$ cat src/rtl/dragon_pkg.sv
/*
 * Dragon chase game shared definitions
 * Grid cell word with its two views, heading codes, score type
 * and the start cells of player and dragon
 */
`default_nettype none

package dragon_pkg;

    // One cell on the 16 x 16 grid, x in the upper nibble
    typedef struct packed {
        logic [3:0] x;
        logic [3:0] y;
    } grid_xy_t;

    // Same byte seen as coordinates or as one raw word for compares
    typedef union packed {
        grid_xy_t   xy;   // Chase rule and clamping
        logic [7:0] raw;  // Collision compare and body chain
    } grid_pos_t;

    // Heading codes, y growing downward
    typedef enum logic [1:0] {
        DIR_UP    = 2'd0,
        DIR_RIGHT = 2'd1,
        DIR_DOWN  = 2'd2,
        DIR_LEFT  = 2'd3
    } dir_t;

    typedef logic [15:0] score_t;  // Frames survived

    // Opposite corners so the game does not start in a catch
    localparam grid_pos_t PLAYER_START = 8'hff;  // x=15, y=15
    localparam grid_pos_t DRAGON_START = 8'h00;  // x=0, y=0

endpackage

`default_nettype wire

$ cat src/rtl/player_mover.sv
/*
 * Player token mover
 * Takes one move request per frame over valid/ready and steps the
 * player one cell, holding each coordinate at the grid edge
 */
`default_nettype none

module player_mover (
    input  wire                   vsync,
    input  wire                   reset,
    input  wire                   move_valid,
    input  dragon_pkg::dir_t      move_dir,
    input  wire                   game_over,
    output logic                  move_ready,
    output dragon_pkg::grid_pos_t player_pos
);
    import dragon_pkg::*;

    logic move_take;  // Handshake completes this frame

    // Requests stall once the game has ended
    assign move_ready = ~game_over;
    assign move_take  = move_valid & move_ready;

    always_ff @(posedge vsync) begin
        if (!reset) begin
            player_pos <= PLAYER_START;
        end else if (move_take) begin
            case (move_dir)
                DIR_UP: begin
                    if (player_pos.xy.y != 4'd0)
                        player_pos.xy.y <= player_pos.xy.y - 4'd1;
                end
                DIR_RIGHT: begin
                    if (player_pos.xy.x != 4'd15)
                        player_pos.xy.x <= player_pos.xy.x + 4'd1;
                end
                DIR_DOWN: begin
                    if (player_pos.xy.y != 4'd15)
                        player_pos.xy.y <= player_pos.xy.y + 4'd1;
                end
                default: begin  // DIR_LEFT
                    if (player_pos.xy.x != 4'd0)
                        player_pos.xy.x <= player_pos.xy.x - 4'd1;
                end
            endcase
        end
    end

    // Token only moves on an accepted request
    a_pos_hold: assert property (@(posedge vsync) disable iff (!reset)
        !move_take |=> $stable(player_pos.raw));

endmodule

`default_nettype wire

$ cat src/rtl/dragon_head.sv
/*
 * Dragon head chaser
 * Frame divider plus one-cell chase step toward the player.
 * Reports heading, a one-frame step pulse and the cell just left
 */
`default_nettype none

module dragon_head #(
    parameter int MOVE_PERIOD = 10  // Frames between steps, minus one
) (
    input  wire                   vsync,
    input  wire                   reset,
    input  dragon_pkg::grid_pos_t player_pos,
    input  wire                   game_over,
    output dragon_pkg::grid_pos_t head_pos,
    output dragon_pkg::dir_t      head_dir,
    output logic                  step,
    output dragon_pkg::grid_pos_t prev_pos
);
    import dragon_pkg::*;

    localparam int CNT_W = (MOVE_PERIOD > 0) ? $clog2(MOVE_PERIOD + 1) : 1;

    logic [CNT_W-1:0] frame_cnt;  // Divider, 0 .. MOVE_PERIOD
    logic             wrap;       // Divider at its last count
    logic             moving;     // Head is off the player cell
    logic             head_step;  // Head takes a step at this edge
    logic             x_less;     // Player lies right of the head
    logic             y_less;     // Player lies below the head
    logic [3:0]       dx;
    logic [3:0]       dy;
    grid_pos_t        next_pos;
    dir_t             next_dir;

    assign wrap      = (frame_cnt == CNT_W'(MOVE_PERIOD));
    assign moving    = (head_pos.raw != player_pos.raw);
    assign head_step = wrap & moving & ~game_over;

    // Sign and magnitude per axis
    assign x_less = (head_pos.xy.x < player_pos.xy.x);
    assign y_less = (head_pos.xy.y < player_pos.xy.y);
    assign dx     = x_less ? player_pos.xy.x - head_pos.xy.x
                           : head_pos.xy.x - player_pos.xy.x;
    assign dy     = y_less ? player_pos.xy.y - head_pos.xy.y
                           : head_pos.xy.y - player_pos.xy.y;

    // One axis per step, x wins a tie
    always_comb begin
        next_pos = head_pos;
        next_dir = head_dir;
        if (dx >= dy) begin
            if (x_less) begin
                next_pos.xy.x = head_pos.xy.x + 4'd1;
                next_dir      = DIR_RIGHT;
            end else begin
                next_pos.xy.x = head_pos.xy.x - 4'd1;
                next_dir      = DIR_LEFT;
            end
        end else if (y_less) begin
            next_pos.xy.y = head_pos.xy.y + 4'd1;  // Down the screen
            next_dir      = DIR_DOWN;
        end else begin
            next_pos.xy.y = head_pos.xy.y - 4'd1;
            next_dir      = DIR_UP;
        end
    end

    always_ff @(posedge vsync) begin
        if (!reset) begin
            frame_cnt <= '0;
            head_pos  <= DRAGON_START;
            head_dir  <= DIR_UP;
            step      <= 1'b0;
        end else if (game_over) begin
            step <= 1'b0;  // Divider and position frozen
        end else begin
            step <= head_step;
            if (wrap) begin
                frame_cnt <= '0;
                if (moving) begin
                    head_pos <= next_pos;
                    head_dir <= next_dir;
                end
            end else begin
                frame_cnt <= frame_cnt + CNT_W'(1);
            end
        end
    end

    // Former cell, valid while step is high
    always_ff @(posedge vsync) begin
        if (head_step)
            prev_pos <= head_pos;
    end

    // Exactly one coordinate changed on a step
    a_one_axis: assert property (@(posedge vsync) disable iff (!reset)
        step |-> ((head_pos.xy.x == prev_pos.xy.x) != (head_pos.xy.y == prev_pos.xy.y)));

    a_frozen: assert property (@(posedge vsync) disable iff (!reset)
        game_over |=> $stable(head_pos.raw));

endmodule

`default_nettype wire

$ cat src/rtl/dragon_body.sv
/*
 * Dragon body chain
 * BODY_LEN cell registers shifted on each head step, so the body
 * replays the path the head has taken
 */
`default_nettype none

module dragon_body #(
    parameter int BODY_LEN = 4  // Number of segments
) (
    input  wire                   vsync,
    input  wire                   reset,
    input  wire                   step,
    input  dragon_pkg::grid_pos_t prev_pos,
    output dragon_pkg::grid_pos_t body_pos [BODY_LEN]
);
    import dragon_pkg::*;

    // Segment 0 sits right behind the head
    always_ff @(posedge vsync) begin
        if (!reset) begin
            for (int k = 0; k < BODY_LEN; k++) begin
                body_pos[k] <= DRAGON_START;  // Coiled on the head at start
            end
        end else if (step) begin
            body_pos[0] <= prev_pos;
            for (int k = 1; k < BODY_LEN; k++) begin
                body_pos[k] <= body_pos[k-1];  // Raw byte moves down the chain
            end
        end
    end

    // Each segment holds between steps
    for (genvar k = 0; k < BODY_LEN; k++) begin : g_seg_chk
        a_seg_hold: assert property (@(posedge vsync) disable iff (!reset)
            !step |=> $stable(body_pos[k].raw));
    end

endmodule

`default_nettype wire

$ cat src/rtl/hit_detector.sv
/*
 * Collision and score
 * Raw compare of the player cell against head and body, a sticky
 * game over flag and a saturating count of frames survived
 */
`default_nettype none

module hit_detector #(
    parameter int BODY_LEN = 4
) (
    input  wire                   vsync,
    input  wire                   reset,
    input  dragon_pkg::grid_pos_t player_pos,
    input  dragon_pkg::grid_pos_t head_pos,
    input  dragon_pkg::grid_pos_t body_pos [BODY_LEN],
    output logic                  game_over,
    output dragon_pkg::score_t    score
);
    import dragon_pkg::*;

    logic hit;  // Player shares a cell with the dragon

    always_comb begin
        hit = (player_pos.raw == head_pos.raw);
        for (int k = 0; k < BODY_LEN; k++) begin
            if (player_pos.raw == body_pos[k].raw)
                hit = 1'b1;
        end
    end

    always_ff @(posedge vsync) begin
        if (!reset) begin
            game_over <= 1'b0;
            score     <= '0;
        end else begin
            if (hit)
                game_over <= 1'b1;  // Sticky until reset
            if (!game_over && score != '1)
                score <= score + score_t'(1);
        end
    end

    // Only reset clears the flag
    a_over_sticky: assert property (@(posedge vsync)
        game_over && reset |=> game_over);

endmodule

`default_nettype wire

$ cat src/rtl/dragon_game_top.sv
/*
 * Dragon chase game top
 * Player mover, dragon head, body chain and hit detector, all on
 * vsync so one cycle is one frame
 */
`default_nettype none

module dragon_game_top #(
    parameter int MOVE_PERIOD = 10,  // Head steps every MOVE_PERIOD+1 frames
    parameter int BODY_LEN    = 4
) (
    input  wire                   vsync,
    input  wire                   reset,
    input  wire                   move_valid,
    input  dragon_pkg::dir_t      move_dir,
    output logic                  move_ready,
    output dragon_pkg::grid_pos_t player_pos,
    output dragon_pkg::grid_pos_t head_pos,
    output dragon_pkg::dir_t      head_dir,
    output dragon_pkg::grid_pos_t body_pos [BODY_LEN],
    output logic                  game_over,
    output dragon_pkg::score_t    score
);
    import dragon_pkg::*;

    logic      step;      // Head moved last frame
    grid_pos_t prev_pos;  // Cell the head left

    player_mover u_player (
        .vsync      (vsync),
        .reset      (reset),
        .move_valid (move_valid),
        .move_dir   (move_dir),
        .game_over  (game_over),
        .move_ready (move_ready),
        .player_pos (player_pos)
    );

    dragon_head #(
        .MOVE_PERIOD (MOVE_PERIOD)
    ) u_head (
        .vsync      (vsync),
        .reset      (reset),
        .player_pos (player_pos),
        .game_over  (game_over),
        .head_pos   (head_pos),
        .head_dir   (head_dir),
        .step       (step),
        .prev_pos   (prev_pos)
    );

    dragon_body #(
        .BODY_LEN (BODY_LEN)
    ) u_body (
        .vsync    (vsync),
        .reset    (reset),
        .step     (step),
        .prev_pos (prev_pos),
        .body_pos (body_pos)
    );

    hit_detector #(
        .BODY_LEN (BODY_LEN)
    ) u_hit (
        .vsync      (vsync),
        .reset      (reset),
        .player_pos (player_pos),
        .head_pos   (head_pos),
        .body_pos   (body_pos),
        .game_over  (game_over),
        .score      (score)
    );

endmodule

`default_nettype wire

$ cat config.mk
export PLATFORM = sky130hd
export DESIGN_NAME = dragon_game_top
export DESIGN_NICKNAME = d
export VERILOG_FILES = /design/src/rtl/dragon_pkg.sv /design/src/rtl/player_mover.sv /design/src/rtl/dragon_head.sv /design/src/rtl/dragon_body.sv /design/src/rtl/hit_detector.sv /design/src/rtl/dragon_game_top.sv
export SDC_FILE = /design/constraint.sdc
export NUM_CORES = 1
export LEC_CHECK = 0
export BUFFER_PORTS_ARGS = -buffer_cell sky130_fd_sc_hd__buf_2
export CAP_MARGIN = 0
export CORE_MARGIN = 2
export CORE_UTILIZATION = 60
export DETAILED_ROUTE_END_ITERATION = 7
export GPL_TIMING_DRIVEN = 0
export PLACE_DENSITY_LB_ADDON = 0.25
export SKIP_CTS_REPAIR_TIMING = 1
export SYNTH_ARGS = -nofsm -noshare
export SYNTH_HDL_FRONTEND = slang
export SYNTH_SLANG_ARGS = --single-unit
$ cat constraint.sdc
create_clock -name vsync -period 8.4 [get_ports vsync]
set_input_delay 1.68 -clock vsync [delete_from_list [all_inputs] [get_ports vsync]]
set_output_delay 1.68 -clock vsync [all_outputs]
set_load 0.05 [all_outputs]
# Word-level counts from Yosys, hierarchy flattened

Cells that the tools add are included.

$add $sub $neg: 14
Order comparisons: 3
Equality and inequality tests: 15
Muxes and demuxes: 18
Bitwise gates (word level): 7
Reductions and logical operators: 14

Operators by type and width:

| cell                  | number |
|---|---|
| $eq 8x8->1            | 5 |
| $mux 4                | 9 |
| $add 4x1->4 const B   | 5 |
| $add 16x1->16 const B | 1 |
| $ne 16x16->1 const B  | 1 |
| $pmux 4 s2            | 2 |
| $reduce_and 4->1      | 4 |
| $sub 4x1->4 const B   | 4 |
| $sub 4x4->4           | 4 |
| $lt 4x4->1            | 2 |
| $ne 4x4->1 const B    | 2 |
| $ne 8x8->1            | 1 |
| $reduce_bool 4->1     | 2 |
| $mux 2                | 3 |
| $ne 2x1->1 const B    | 3 |
| $eq 4x4->1 const B    | 1 |
| $ge 4x4->1            | 1 |
| $mux 1                | 4 |
| $not 1->1             | 4 |
| $reduce_bool 2->1     | 2 |
| $reduce_or 2->1       | 2 |
| $and 1x1->1           | 3 |
| $reduce_and 3->1      | 1 |
| $eq 2x1->1 const B    | 1 |
| other kinds (4)       | 4 |

Register bits: 80
Bits of input ports: 5
Output and inout bits: 68
Word-level logic and storage cells: 85

# Depth between registers and ports, before layout

Gate-level depths: netlist (run 1).

Depth after elaboration: 5
Gate-level depth with buffers: 14
Depth with buffers taken out: 14

# By module

From an unflattened synthesis (run 1), not the netlist that was laid out.

Cell total of the unflattened synthesis: 491
Area total of the unflattened synthesis: 4853.4 sq um

By module, submodules not included:

| module       | times used | cells an instance | area each (sq um) | sequential area each (sq um) |
|---|---|---|---|---|
| dragon_head  | 1          | 170               | 1697.9            | 540.5 |
| hit_detector | 1          | 156               | 1338.8            | 340.3 |
| dragon_body  | 1          | 103               | 1243.7            | 640.6 |
| player_mover | 1          | 62                | 573.0             | 160.2 |

# Worst setup path before layout (run 1)

No wires, ideal clock.

Path type: reg2reg
From: register u_player.player_pos[1] in the netlist's numbering
To: register u_head.head_pos[3] in the netlist's numbering
Library setup time: 0.070 ns
Arrival time: 3.928 ns
Required time: 8.330 ns
Path slack: 4.402 ns
Cell stages (with the launch flop): 14
Buffers on the path: 1
Clock period less this slack: 3.998 ns
Cell sequence: dfxtp_1 clkbuf_1 inv_1 fa_1 a21o_1 a21oi_2 inv_1 a311oi_1 xor2_1 ha_1 a21oi_1 o211ai_1 or3_1 a21oi_1

Word-level cells in the longest chain between the ends: 5
Elaborated cells between the ends (all ways): 9
Those cells by class: add/sub (2); order compare (2); eq/ne (1); mux (2); bitwise (1); reduce/logical (1)

RTL lines:

| what                                | RTL line           | text |
|---|---|---|
| start, declared                     | player_mover.sv:15 | `output dragon_pkg::grid_pos_t player_pos` |
| $sub 4x4->4 (tied with other cells) | dragon_head.sv:45  | `: head_pos.xy.y - player_pos.xy.y;` |
| $mux 4                              | dragon_head.sv:44  | `assign dy = y_less ? player_pos.xy.y - head_pos.xy.y` |
| $ge 4x4->1                          | dragon_head.sv:51  | `if (dx >= dy) begin` |
| $not 1->1 (no line)                 | --                 |  |
| $reduce_and 4->1 (no line)          | --                 |  |
| end signal, assigned                | dragon_head.sv:81  | `head_pos <= next_pos;` |
| end, declared                       | dragon_head.sv:15  | `output dragon_pkg::grid_pos_t head_pos,` |

Parallel ways exist; a longest one is shown, timed or not.
A chain may end at the register's enable or synchronous reset.

# Final worst setup path (run 1)

From: register u_player.player_pos[1] in the netlist's numbering
To: register u_head.head_pos[7] in the netlist's numbering

Word-level cells in the longest chain between the ends: 4
Elaborated cells between the ends (all ways): 7
Those cells by class: add/sub (2); order compare (2); eq/ne (1); mux (1); reduce/logical (1)

RTL lines:

| what                                | RTL line |
|---|---|
| $sub 4x4->4 (tied with other cells) | dragon_head.sv:45 |
| $mux 4                              | dragon_head.sv:44 |
| $ge 4x4->1                          | dragon_head.sv:51 |
| $reduce_and 4->1 (no line) *        | -- |

Every way passes the cells marked *; elsewhere a longest branch is shown, timed or not.

==> flow_summary.ini, run 1 <==
[clock_network]
cts_tree = yes
htreeDepth = 3
clkTransAtPathRegs_ps = 90
clock_latency_ps = 350
clkSinkCount = 80
cts_buffer_depth = 2
cts-root-buf = clkbuf_8
cts_made_buffers = 9

[floorplan]
die_w_um = 89.95
ios = 73
dieArea_mm2 = 0.008090
core_area_mm2 = 0.007214
fp.dieH_um = 89.95
initial_core_util = 0.6143
std_cell_rows = 31

[yosys]
yosys-top-cells-area = dfxtp_1 (33%), mux2i_1 (9.3%), xor2_1 (8.1%), ha_1 (7.6%), edfxtp_1 (5.4%)
synth.top_cell.area_share = 0.3252
ys.flop_type = dfxtp_1
synth_edf_count = 8
synth_nets = 510
avgSynthCellArea_um2 = 9.429
netlist_instances = 470
ys_warn_count = 0
synth_common_cells = dfxtp_1 (72), nor2_1 (59), mux2i_1 (41), xor2_1 (41), ha_1 (27)
ys_seq_area_frac = 0.3794
synth.most_common_cell = dfxtp_1
synthArstFlopShare = 0
ys_seq_elements = 80
synth.distinct_cells = 51
yosysTopAreaCell = dfxtp_1
syn_area_mm2 = 0.004432

[worst_setup_path]
crit_type = flop to flop
crit_path_max_incr_delay_ps = 580
reg2regPathDepth = 13
arrival_ps = 4590
worstPathRequired_ps = 8640
timing.rr.start = u_player.player_pos[1]
crit_chain = clkbuf_1, inv_1, fa_1, a21o_1, a21oi_2, inv_1, a311oi_1, xor2_1, ha_1, nand2_1, o21ai_0, o211ai_1, mux2i_1
critPathMaxFanout = 7
crit_path_end_kind = flop
critPathSlowestCell = o21ai_0
cpLargestDelayFamily = compound AO/OA/AOI/OAI gates
r2r_slack_ps = 4050
startpoint_type = flop
reg2reg_to = u_head.head_pos[7]
path_buf_inv = 3
path_common_cell = inv_1

[timing]
tightestPinTransition_ps = 829.0
drv_slew = 0
fin_crit_sh = 0.5183
relSlewSlack = 0.4473
setup_viol = 0
hold_violations = 0
period_minus_slack_ps = 4353
rsz0062_at_grt = false
fmax_ghz = 0.2297
finalWorstSetupSlack_ps = 4047
finClkSkew_ps = 16.44
fin_tns_setup_ps = 0

[run]
drv_cap = 0

[outcome]
status = finished, final reports clean

[global_routing]
antenna_found_initial = 0
grt_first_pass_wirelength_um = 17370
grt-ovfl-total = 0
first_global_vias = 3579
grt_max_degree = 18
grt_util_all_layers = 0.2669

[final_layout]
nets = 593
fillers = 578
area_growth_pct = 15.02
drive_gt1_frac = 0.1759
num_antenna_cells = 0
stdcell_area_mm2 = 0.005097

[detailed_routing]
avgViaCountPerCell = 5.691
drc_errors = 0
avgRoutedWirePerCell_um = 16.05
dr.pass1.iters = 5
num_vias = 3733
drt_first_iter_violations = 215
postRouteAntennaNets = 0
routed_wl_um = 10530

[power_and_ir_drop]
powerDensity_mw_per_mm2 = 149.6
power_leakage_nw = 2.242
peakVddDrop_v = 0.0001012

[hold_path]
hold-path-cell-count = 2
worstHoldStart = u_head.head_dir[1]
hold_path.class = flop to flop
whs_endpoint = u_head.head_dir[1]

[place]
port_buffers = 72
dpl.hpwl_um = 7815
place_area_mm2 = 0.004916
pre_cts_ws_ps = 4128
gp_congestion = 0.9473
## report_power, final
group,total [mW],switching (mW),internal (mW)
combinational,0.100,0.0666,0.0338
clock,0.265,0.141,0.124
sequential,0.397,0.00787,0.389
total,0.762,0.215,0.547
## worst max-delay path by stage
stage,to,startpoint,cells after the start
2_1_floorplan,u_head.head_pos[3],u_player.player_pos[1],13
3_3_place_gp,u_head.head_pos[7],u_player.player_pos[1],13
3_5_place_dp,u_head.head_pos[7],u_player.player_pos[1],13
4_1_cts,u_head.head_pos[7],u_player.player_pos[1],13
5_1_grt,u_head.head_pos[7],u_player.player_pos[1],13
6_report,u_head.head_pos[7],u_player.player_pos[1],13
## flip-flops by register name, indices dropped and copies added, names as in the netlist
register and flops:
u_head.prev_pos 8, u_head.head_dir 2, u_player.player_pos 8, u_hit.score 16
u_head.step 1, u_body.body_pos 32, u_head.frame_cnt 4, u_head.head_pos 8
u_hit.game_over 1
## worst reg2reg max path: cells and delay by family (launching register included)
kind,cells,cell delay (ps)
DFF,1,510
muxes,1,180
buffers and inverters,3,810
AOI/OAI and AO/OA,5,1780
adders and majority gates,2,790
and+or+nand+nor,1,80
xor gates and xnor gates,1,110
## metal layers
metal / global-route usage / up-vias / part of all wire
met2: 0.4369 / 152 / 0.46
li1: - / 1798 / -
met4: 0.08205 / 0 / 0.022
met5: 0 / - / 0
met1: 0.3614 / 1760 / 0.45
met3: 0.05029 / 23 / 0.065
## per-stage QoR
step / utilization / cells / hold WS [ps] / power (mW)
CTS: 0.7066 / 656 / 480.3 / 0.7642
floorplan: - / 470 / 456.3 / 0.4805
global route: 0.7066 / 656 / 507.3 / 0.7946
detailed placement: 0.6814 / 641 / 467.9 / 0.5051
global placement: 0.6814 / 641 / 463.5 / 0.5020
finish: 0.7066 / 656 / 480.1 / 0.7624
## layout by cell type (no fill, tap or decap), types with 2 or more instances in the layout
cell and count:
fa_1 8, or3_1 4, o21ai_0 17, nor2_1 59, and3_1 5, nor3b_1 2
nor2b_1 7, clkbuf_1 18, inv_1 24, dfxtp_1 72, a21o_1 5, a31oi_1 4
nand3_1 9, nand3b_1 2, o211ai_1 7, a21oi_1 18, mux2i_1 41, xnor2_1 17
nor3_1 3, buf_1 3, buf_2 75, nand2_1 16, nand4_1 10, clkbuf_8 10
ha_1 27, clkinvlp_4 2, nand2b_1 3, o2111ai_1 2, a311oi_1 3, o21a_1 4
and4_1 3, nor4_1 7, xor2_1 41, edfxtp_1 8
## logic make-up (layout without fill, tap and decap cells)
| kind of cell | Yosys count | after routing | synth area share |
|---|---|---|---|
| simple gates | 137 | 137 | 0.1544 |
| flops | 80 | 80 | 0.3794 |
| compound gates | 69 | 69 | 0.1008 |
| xor+xnor | 58 | 58 | 0.1146 |
| buf+inv | 50 | 137 | 0.04573 |
| mux | 41 | 41 | 0.09260 |
| fa+ha+maj | 35 | 35 | 0.1124 |
## area by class of cell
| class | count | area (µm²) | share of cell area |
|---|---|---|---|
| Multi-Input combinational cell | 340 | 2547 | 0.4998 |
| Sequential cell | 80 | 1682 | 0.3299 |
| Timing Repair Buffer | 72 | 360.3 | 0.07069 |
| Clock buffer | 11 | 152.6 | 0.02995 |
| Tap cell | 99 | 123.9 | 0.02430 |
| Buffer | 25 | 108.9 | 0.02135 |
| Inverter | 25 | 93.84 | 0.01841 |
| Clock inverter | 4 | 28.78 | 0.005646 |
No activity file was read; power rests on OpenSTA's default activity.
==> run 2: changes to the inputs <==
--- a/config.mk
+++ b/config.mk
@@ -8,7 +8,7 @@
 export BUFFER_PORTS_ARGS = -buffer_cell sky130_fd_sc_hd__buf_2
 export CAP_MARGIN = 0
 export CORE_MARGIN = 2
-export CORE_UTILIZATION = 60
+export CORE_UTILIZATION = 51
 export DETAILED_ROUTE_END_ITERATION = 7
 export GPL_TIMING_DRIVEN = 0
 export PLACE_DENSITY_LB_ADDON = 0.25
==> constraint.sdc (replaced) <==
create_clock -name vsync -period 3.95 [get_ports vsync]
set_input_delay 0.79 -clock vsync [delete_from_list [all_inputs] [get_ports vsync]]
set_output_delay 0.79 -clock vsync [all_outputs]
set_load 0.05 [all_outputs]
==> run 2 against run 1 <==
Non-clock buffer count unchanged. Largest cell class unchanged. Register-to-register slack lost 3800 ps. Sequential share of layout area fell by 0.18 points. Sequential power increased by 110%. Routed wire length increased by 2.7%. Count of clock-buffer cells in the layout decreased by 1. Setup slack lost 3800 ps. Combinational power is 120% higher. Critical endpoint is now u_head.head_pos[3]. Final cell count up 1.5%. Total power increased by 120%. Critical path depth decreased by 1. Worst hold slack better by 7.5 ps.
==> flow_summary.ini, run 2 (synthesized netlist as in run 1, its figures left out) <==
[outcome]
status = finished, final reports clean

[floorplan]
die_w_um = 97.22
dieArea_mm2 = 0.009452
core_area_mm2 = 0.008593
fp.dieH_um = 97.22
initial_core_util = 0.5157
ios = 73
std_cell_rows = 34

[global_routing]
grt_util_all_layers = 0.2348
grt-ovfl-total = 0
grt_max_degree = 18
first_global_vias = 3626
antenna_found_initial = 0
grt_first_pass_wirelength_um = 17990

[detailed_routing]
drt_first_iter_violations = 165
routed_wl_um = 10810
avgViaCountPerCell = 5.520
dr.pass1.iters = 4
avgRoutedWirePerCell_um = 16.23
num_vias = 3676
postRouteAntennaNets = 0
drc_errors = 0

[worst_setup_path]
timing.rr.start = u_player.player_pos[5]
arrival_ps = 4050
crit_type = flop to flop
crit_path_end_kind = flop
reg2regPathDepth = 12
startpoint_type = flop
critPathMaxFanout = 8
reg2reg_to = u_head.head_pos[3]
worstPathRequired_ps = 4250
r2r_slack_ps = 200

[timing]
period_minus_slack_ps = 3752
fmax_ghz = 0.2665
fin_crit_sh = 0.9498
drv_slew = 0
finClkSkew_ps = 15.29
setup_viol = 0
rsz0062_at_grt = true
finalWorstSetupSlack_ps = 198.3
tightestPinTransition_ps = 781.8
fin_tns_setup_ps = 0
whs_ps = 487.6
relSlewSlack = 0.4788
hold_violations = 0

[final_layout]
final_cells = 666
num_antenna_cells = 0
final_util = 0.5981
largest_reg_flops = 32
final_common_cell = buf_2
top_register = u_body.body_pos
area_growth_pct = 15.98
top_regs = u_body.body_pos: 32 flops, u_hit.score: 16 flops
drive_gt1_frac = 0.1900
most-common-layout-cells = buf_2 (76), dfxtp_1 (70), nor2_1 (59)
stdcell_area_mm2 = 0.005140
nets = 593

[power_and_ir_drop]
finalPower_mw = 1.648
power_leakage_nw = 2.267
powerDensity_mw_per_mm2 = 320.7
peakVddDrop_v = 0.0002087

[place]
gp_congestion = 0.8614
dpl.hpwl_um = 8003
dp.cells = 650
port_buffers = 72
place_area_mm2 = 0.004928
pre_cts_ws_ps = -175.4

[clock_network]
clkTransAtPathRegs_ps = 90
cts_buffer_depth = 2
htreeDepth = 3
cts-root-buf = clkbuf_8
cts_tree = yes
cts_made_buffers = 9
clkSinkCount = 80
clock_latency_ps = 360

[hold_path]
worstHoldStart = u_head.head_dir[1]
hold-path-cell-count = 2
hold_path.class = flop to flop
whs_endpoint = u_head.head_dir[1]

[run]
drv_cap = 0
==> run 2: cell types whose count changed in the layout (fill, tap and decap cells not counted), sizes merged <==
cell and change:
clkinvlp -2, buf +2, inv +4, clkbuf -3
==> run 2: layout make-up <==
class	instances	area [µm²]
flip-flops and latches	80	1687
inverters	25	93.84
fillers	774	3453
well taps	108	135.1
plain buffers	24	113.9
multi-input cells	340	2555
clock buffers	10	137.6
repair buffers	73	367.9
clock inverters	6	50.05
==> run 2: power breakdown <==
part	switching [mW]	leakage [nW]	total [mW]	internal [mW]
registers	0.0177	0.656	0.846	0.828
logic	0.143	1.51	0.217	0.0739
clock network	0.330	0.0996	0.586	0.255
==> run 2: worst max-delay path by stage <==
stage,start,end,depth (start not counted)
finish,u_player.player_pos[5],u_head.head_pos[3],12
CTS,u_player.player_pos[5],u_head.head_pos[3],12
global placement,u_player.player_pos[1],u_head.head_pos[3],13
detailed placement,u_player.player_pos[5],u_head.head_pos[7],13
floorplan,u_player.player_pos[5],u_head.head_pos[3],13
global route,u_player.player_pos[2],u_head.head_pos[3],13
==> run 2: routing by layer <==
| layer | vias to the layer above | wire [µm] | global-route usage |
|---|---|---|---|
| met3 | 20 | 479 | 0.04748 |
| met4 | 0 | 201 | 0.07585 |
| met5 | - | 0 | 0 |
| li1 | 1798 | - | - |
| met1 | 1762 | 4912 | 0.3010 |
| met2 | 96 | 5217 | 0.3985 |
==> run 2: worst max-delay path: stages (launching register included) <==
cell and delay, ps:
dfxtp_2 440, clkbuf_4 260, inv_1 100, ha_1 340, nor2b_1 140, o21ai_0 150
or4b_2 620, a31oi_1 320, ha_1 320, a21oi_1 260, o211ai_1 220, or3_1 380
a21oi_1 140
==> run 3: changes to the inputs <==
==> constraint.sdc (replaced) <==
create_clock -name vsync -period 3.4 [get_ports vsync]
set_input_delay 0.68 -clock vsync [delete_from_list [all_inputs] [get_ports vsync]]
set_output_delay 0.68 -clock vsync [all_outputs]
set_load 0.05 [all_outputs]
==> run 3 against run 2 <==
Global-route usage fell by 0.19 points. Final cell count rose by 0.75%. Maximum frequency rose by 15%. Die area stayed put. Non-clock buffer count up 5. Clock skew shrank 3.0 ps. Sequential power up 16%. First-iteration DRC count fell by 12%. Critical path depth up 2.
==> flow_summary.ini, run 3 (synthesized netlist as in run 1, its figures left out) <==
[worst_setup_path]
crit_path_max_incr_delay_ps = 420
path_common_cell = ha_1
reg2reg_to = u_head.head_pos[2]
crit_chain = inv_1, ha_1, fa_1, nor2b_1, o21a_1, or2_4, mux2i_1, xor2_1, ha_1, nand2_1, o211ai_1, buf_4, nor2_1, a211oi_2
path_buf_inv = 2
critPathMaxFanout = 7
critPathSlowestCell = dfxtp_2
arrival_ps = 3550
worstPathRequired_ps = 3680
crit_start = u_head.head_pos[4]
startpoint_type = flop
crit_path_end_kind = flop
crit_type = flop to flop
r2r_slack_ps = 130
reg2regPathDepth = 14
timing.rr.start = u_head.head_pos[4]
cpLargestDelayFamily = adder cells

[clock_network]
cts_buffer_depth = 2
cts_made_buffers = 9
clock_latency_ps = 360
cts-root-buf = clkbuf_8
cts_tree = yes
htreeDepth = 3
clkTransAtPathRegs_ps = 90
clkSinkCount = 80

[detailed_routing]
routed_wl_um = 10790
postRouteAntennaNets = 0
dr.pass1.iters = 5
drt_first_iter_violations = 145
num_vias = 3708
avgRoutedWirePerCell_um = 16.07
drc_errors = 0
avgViaCountPerCell = 5.526

[place]
pre_cts_ws_ps = -425.0
place_area_mm2 = 0.004961
dp.cells = 650
dpl.hpwl_um = 7986
port_buffers = 72
gp_congestion = 0.8434

[floorplan]
fp.dieH_um = 97.22
initial_core_util = 0.5157
die_w_um = 97.22
core_area_mm2 = 0.008593
ios = 73
std_cell_rows = 34
dieArea_mm2 = 0.009452

[final_layout]
top_regs = u_body.body_pos: 32 flops, u_hit.score: 16 flops
top_register = u_body.body_pos
drive_gt1_frac = 0.2345
num_antenna_cells = 0
area_growth_pct = 19.11
fillers = 770
final_cells = 671
final_common_cell = buf_2
stdcell_area_mm2 = 0.005279
most-common-layout-cells = buf_2 (75), dfxtp_1 (63), nor2_1 (59)
largest_reg_flops = 32
final_util = 0.6143
nets = 598

[timing]
whs_ps = 494.2
tightestPinTransition_ps = 782.9
period_minus_slack_ps = 3274
hold_violations = 0
fmax_ghz = 0.3054
fin_crit_sh = 0.9630
drv_slew = 0
setup_viol = 0
finClkSkew_ps = 12.32
relSlewSlack = 0.4781
finalWorstSetupSlack_ps = 125.8

[global_routing]
globalRouteMet2Util = 0.3793
grt-busiest-layer = met2
grt_max_degree = 18
globalRouteMet1Util = 0.3106
first_global_vias = 3593
grt_util_all_layers = 0.2329
grt_first_pass_wirelength_um = 17910
use_met3 = 0.03669
grt-ovfl-total = 0
antenna_found_initial = 0

[hold_path]
worstHoldStart = u_head.prev_pos[2]
hold-path-cell-count = 2
hold_path.class = flop to flop
whs_endpoint = u_body.body_pos[26]

[power_and_ir_drop]
power_leakage_nw = 2.312
peakVddDrop_v = 0.0002264
powerDensity_mw_per_mm2 = 375.8

[run]
drv_cap = 0

[outcome]
status = finished, final reports clean
[run 3: changes by cell type in the layout (fill, tap and decap cells not counted), moves of 2 or more]
cell and change:
a21oi_1 -3, a21oi_2 +3, buf_4 +8, buf_6 +2, clkbuf_1 -3, clkbuf_2 +2
clkbuf_4 -2, dfxtp_1 -7, dfxtp_2 +5, dfxtp_4 +2
[run 3: through the flow]
stage               TNS, ps  total power [mW]
floorplan            -82.22             1.189
global placement      -1972             1.244
detailed placement    -2773             1.251
CTS                   -3195             1.976
global route         -215.5             2.066
finish                    0             1.984
[run 3: layer usage]
layer  share of wire  vias to the layer above
li1                -                     1807
met1            0.46                     1788
met2            0.47                       90
met3           0.043                       23
met4           0.024                        0
met5               0                        -
[run 3: layout make-up]
| cell class | instances | area, µm² | share of cell area |
|---|---|---|---|
| Multi-Input combinational cell | 340 | 2606 | 0.4937 |
| Sequential cell | 80 | 1700 | 0.3221 |
| Timing Repair Buffer | 81 | 427.9 | 0.08106 |
| Clock buffer | 11 | 141.4 | 0.02678 |
| Tap cell | 108 | 135.1 | 0.02560 |
| Buffer | 21 | 111.4 | 0.02110 |
| Inverter | 25 | 93.84 | 0.01778 |
| Clock inverter | 5 | 62.56 | 0.01185 |
[run 3: how the worst max path moves through the flow]
| stage | cells past startpoint | to |
|---|---|---|
| 6_report | 14 | u_head.head_pos[2] |
| 5_1_grt | 14 | u_head.head_pos[2] |
| 4_1_cts | 13 | u_head.head_pos[3] |
| 3_5_place_dp | 13 | u_head.head_pos[3] |
| 3_3_place_gp | 13 | u_head.head_pos[7] |
| 2_1_floorplan | 11 | u_head.head_pos[3] |
[run 3: worst min-delay path, stage by stage (launching register included)]
cell	delay, ps
edfxtp_1	330
mux2i_1	60
nor2_1	70
[run 3: report_power, final]
part           total, mW  switching (mW)  internal, mW
clock              0.730           0.365         0.366
sequential         0.985          0.0230         0.962
combinational      0.269           0.170        0.0985
total               1.98           0.558          1.43
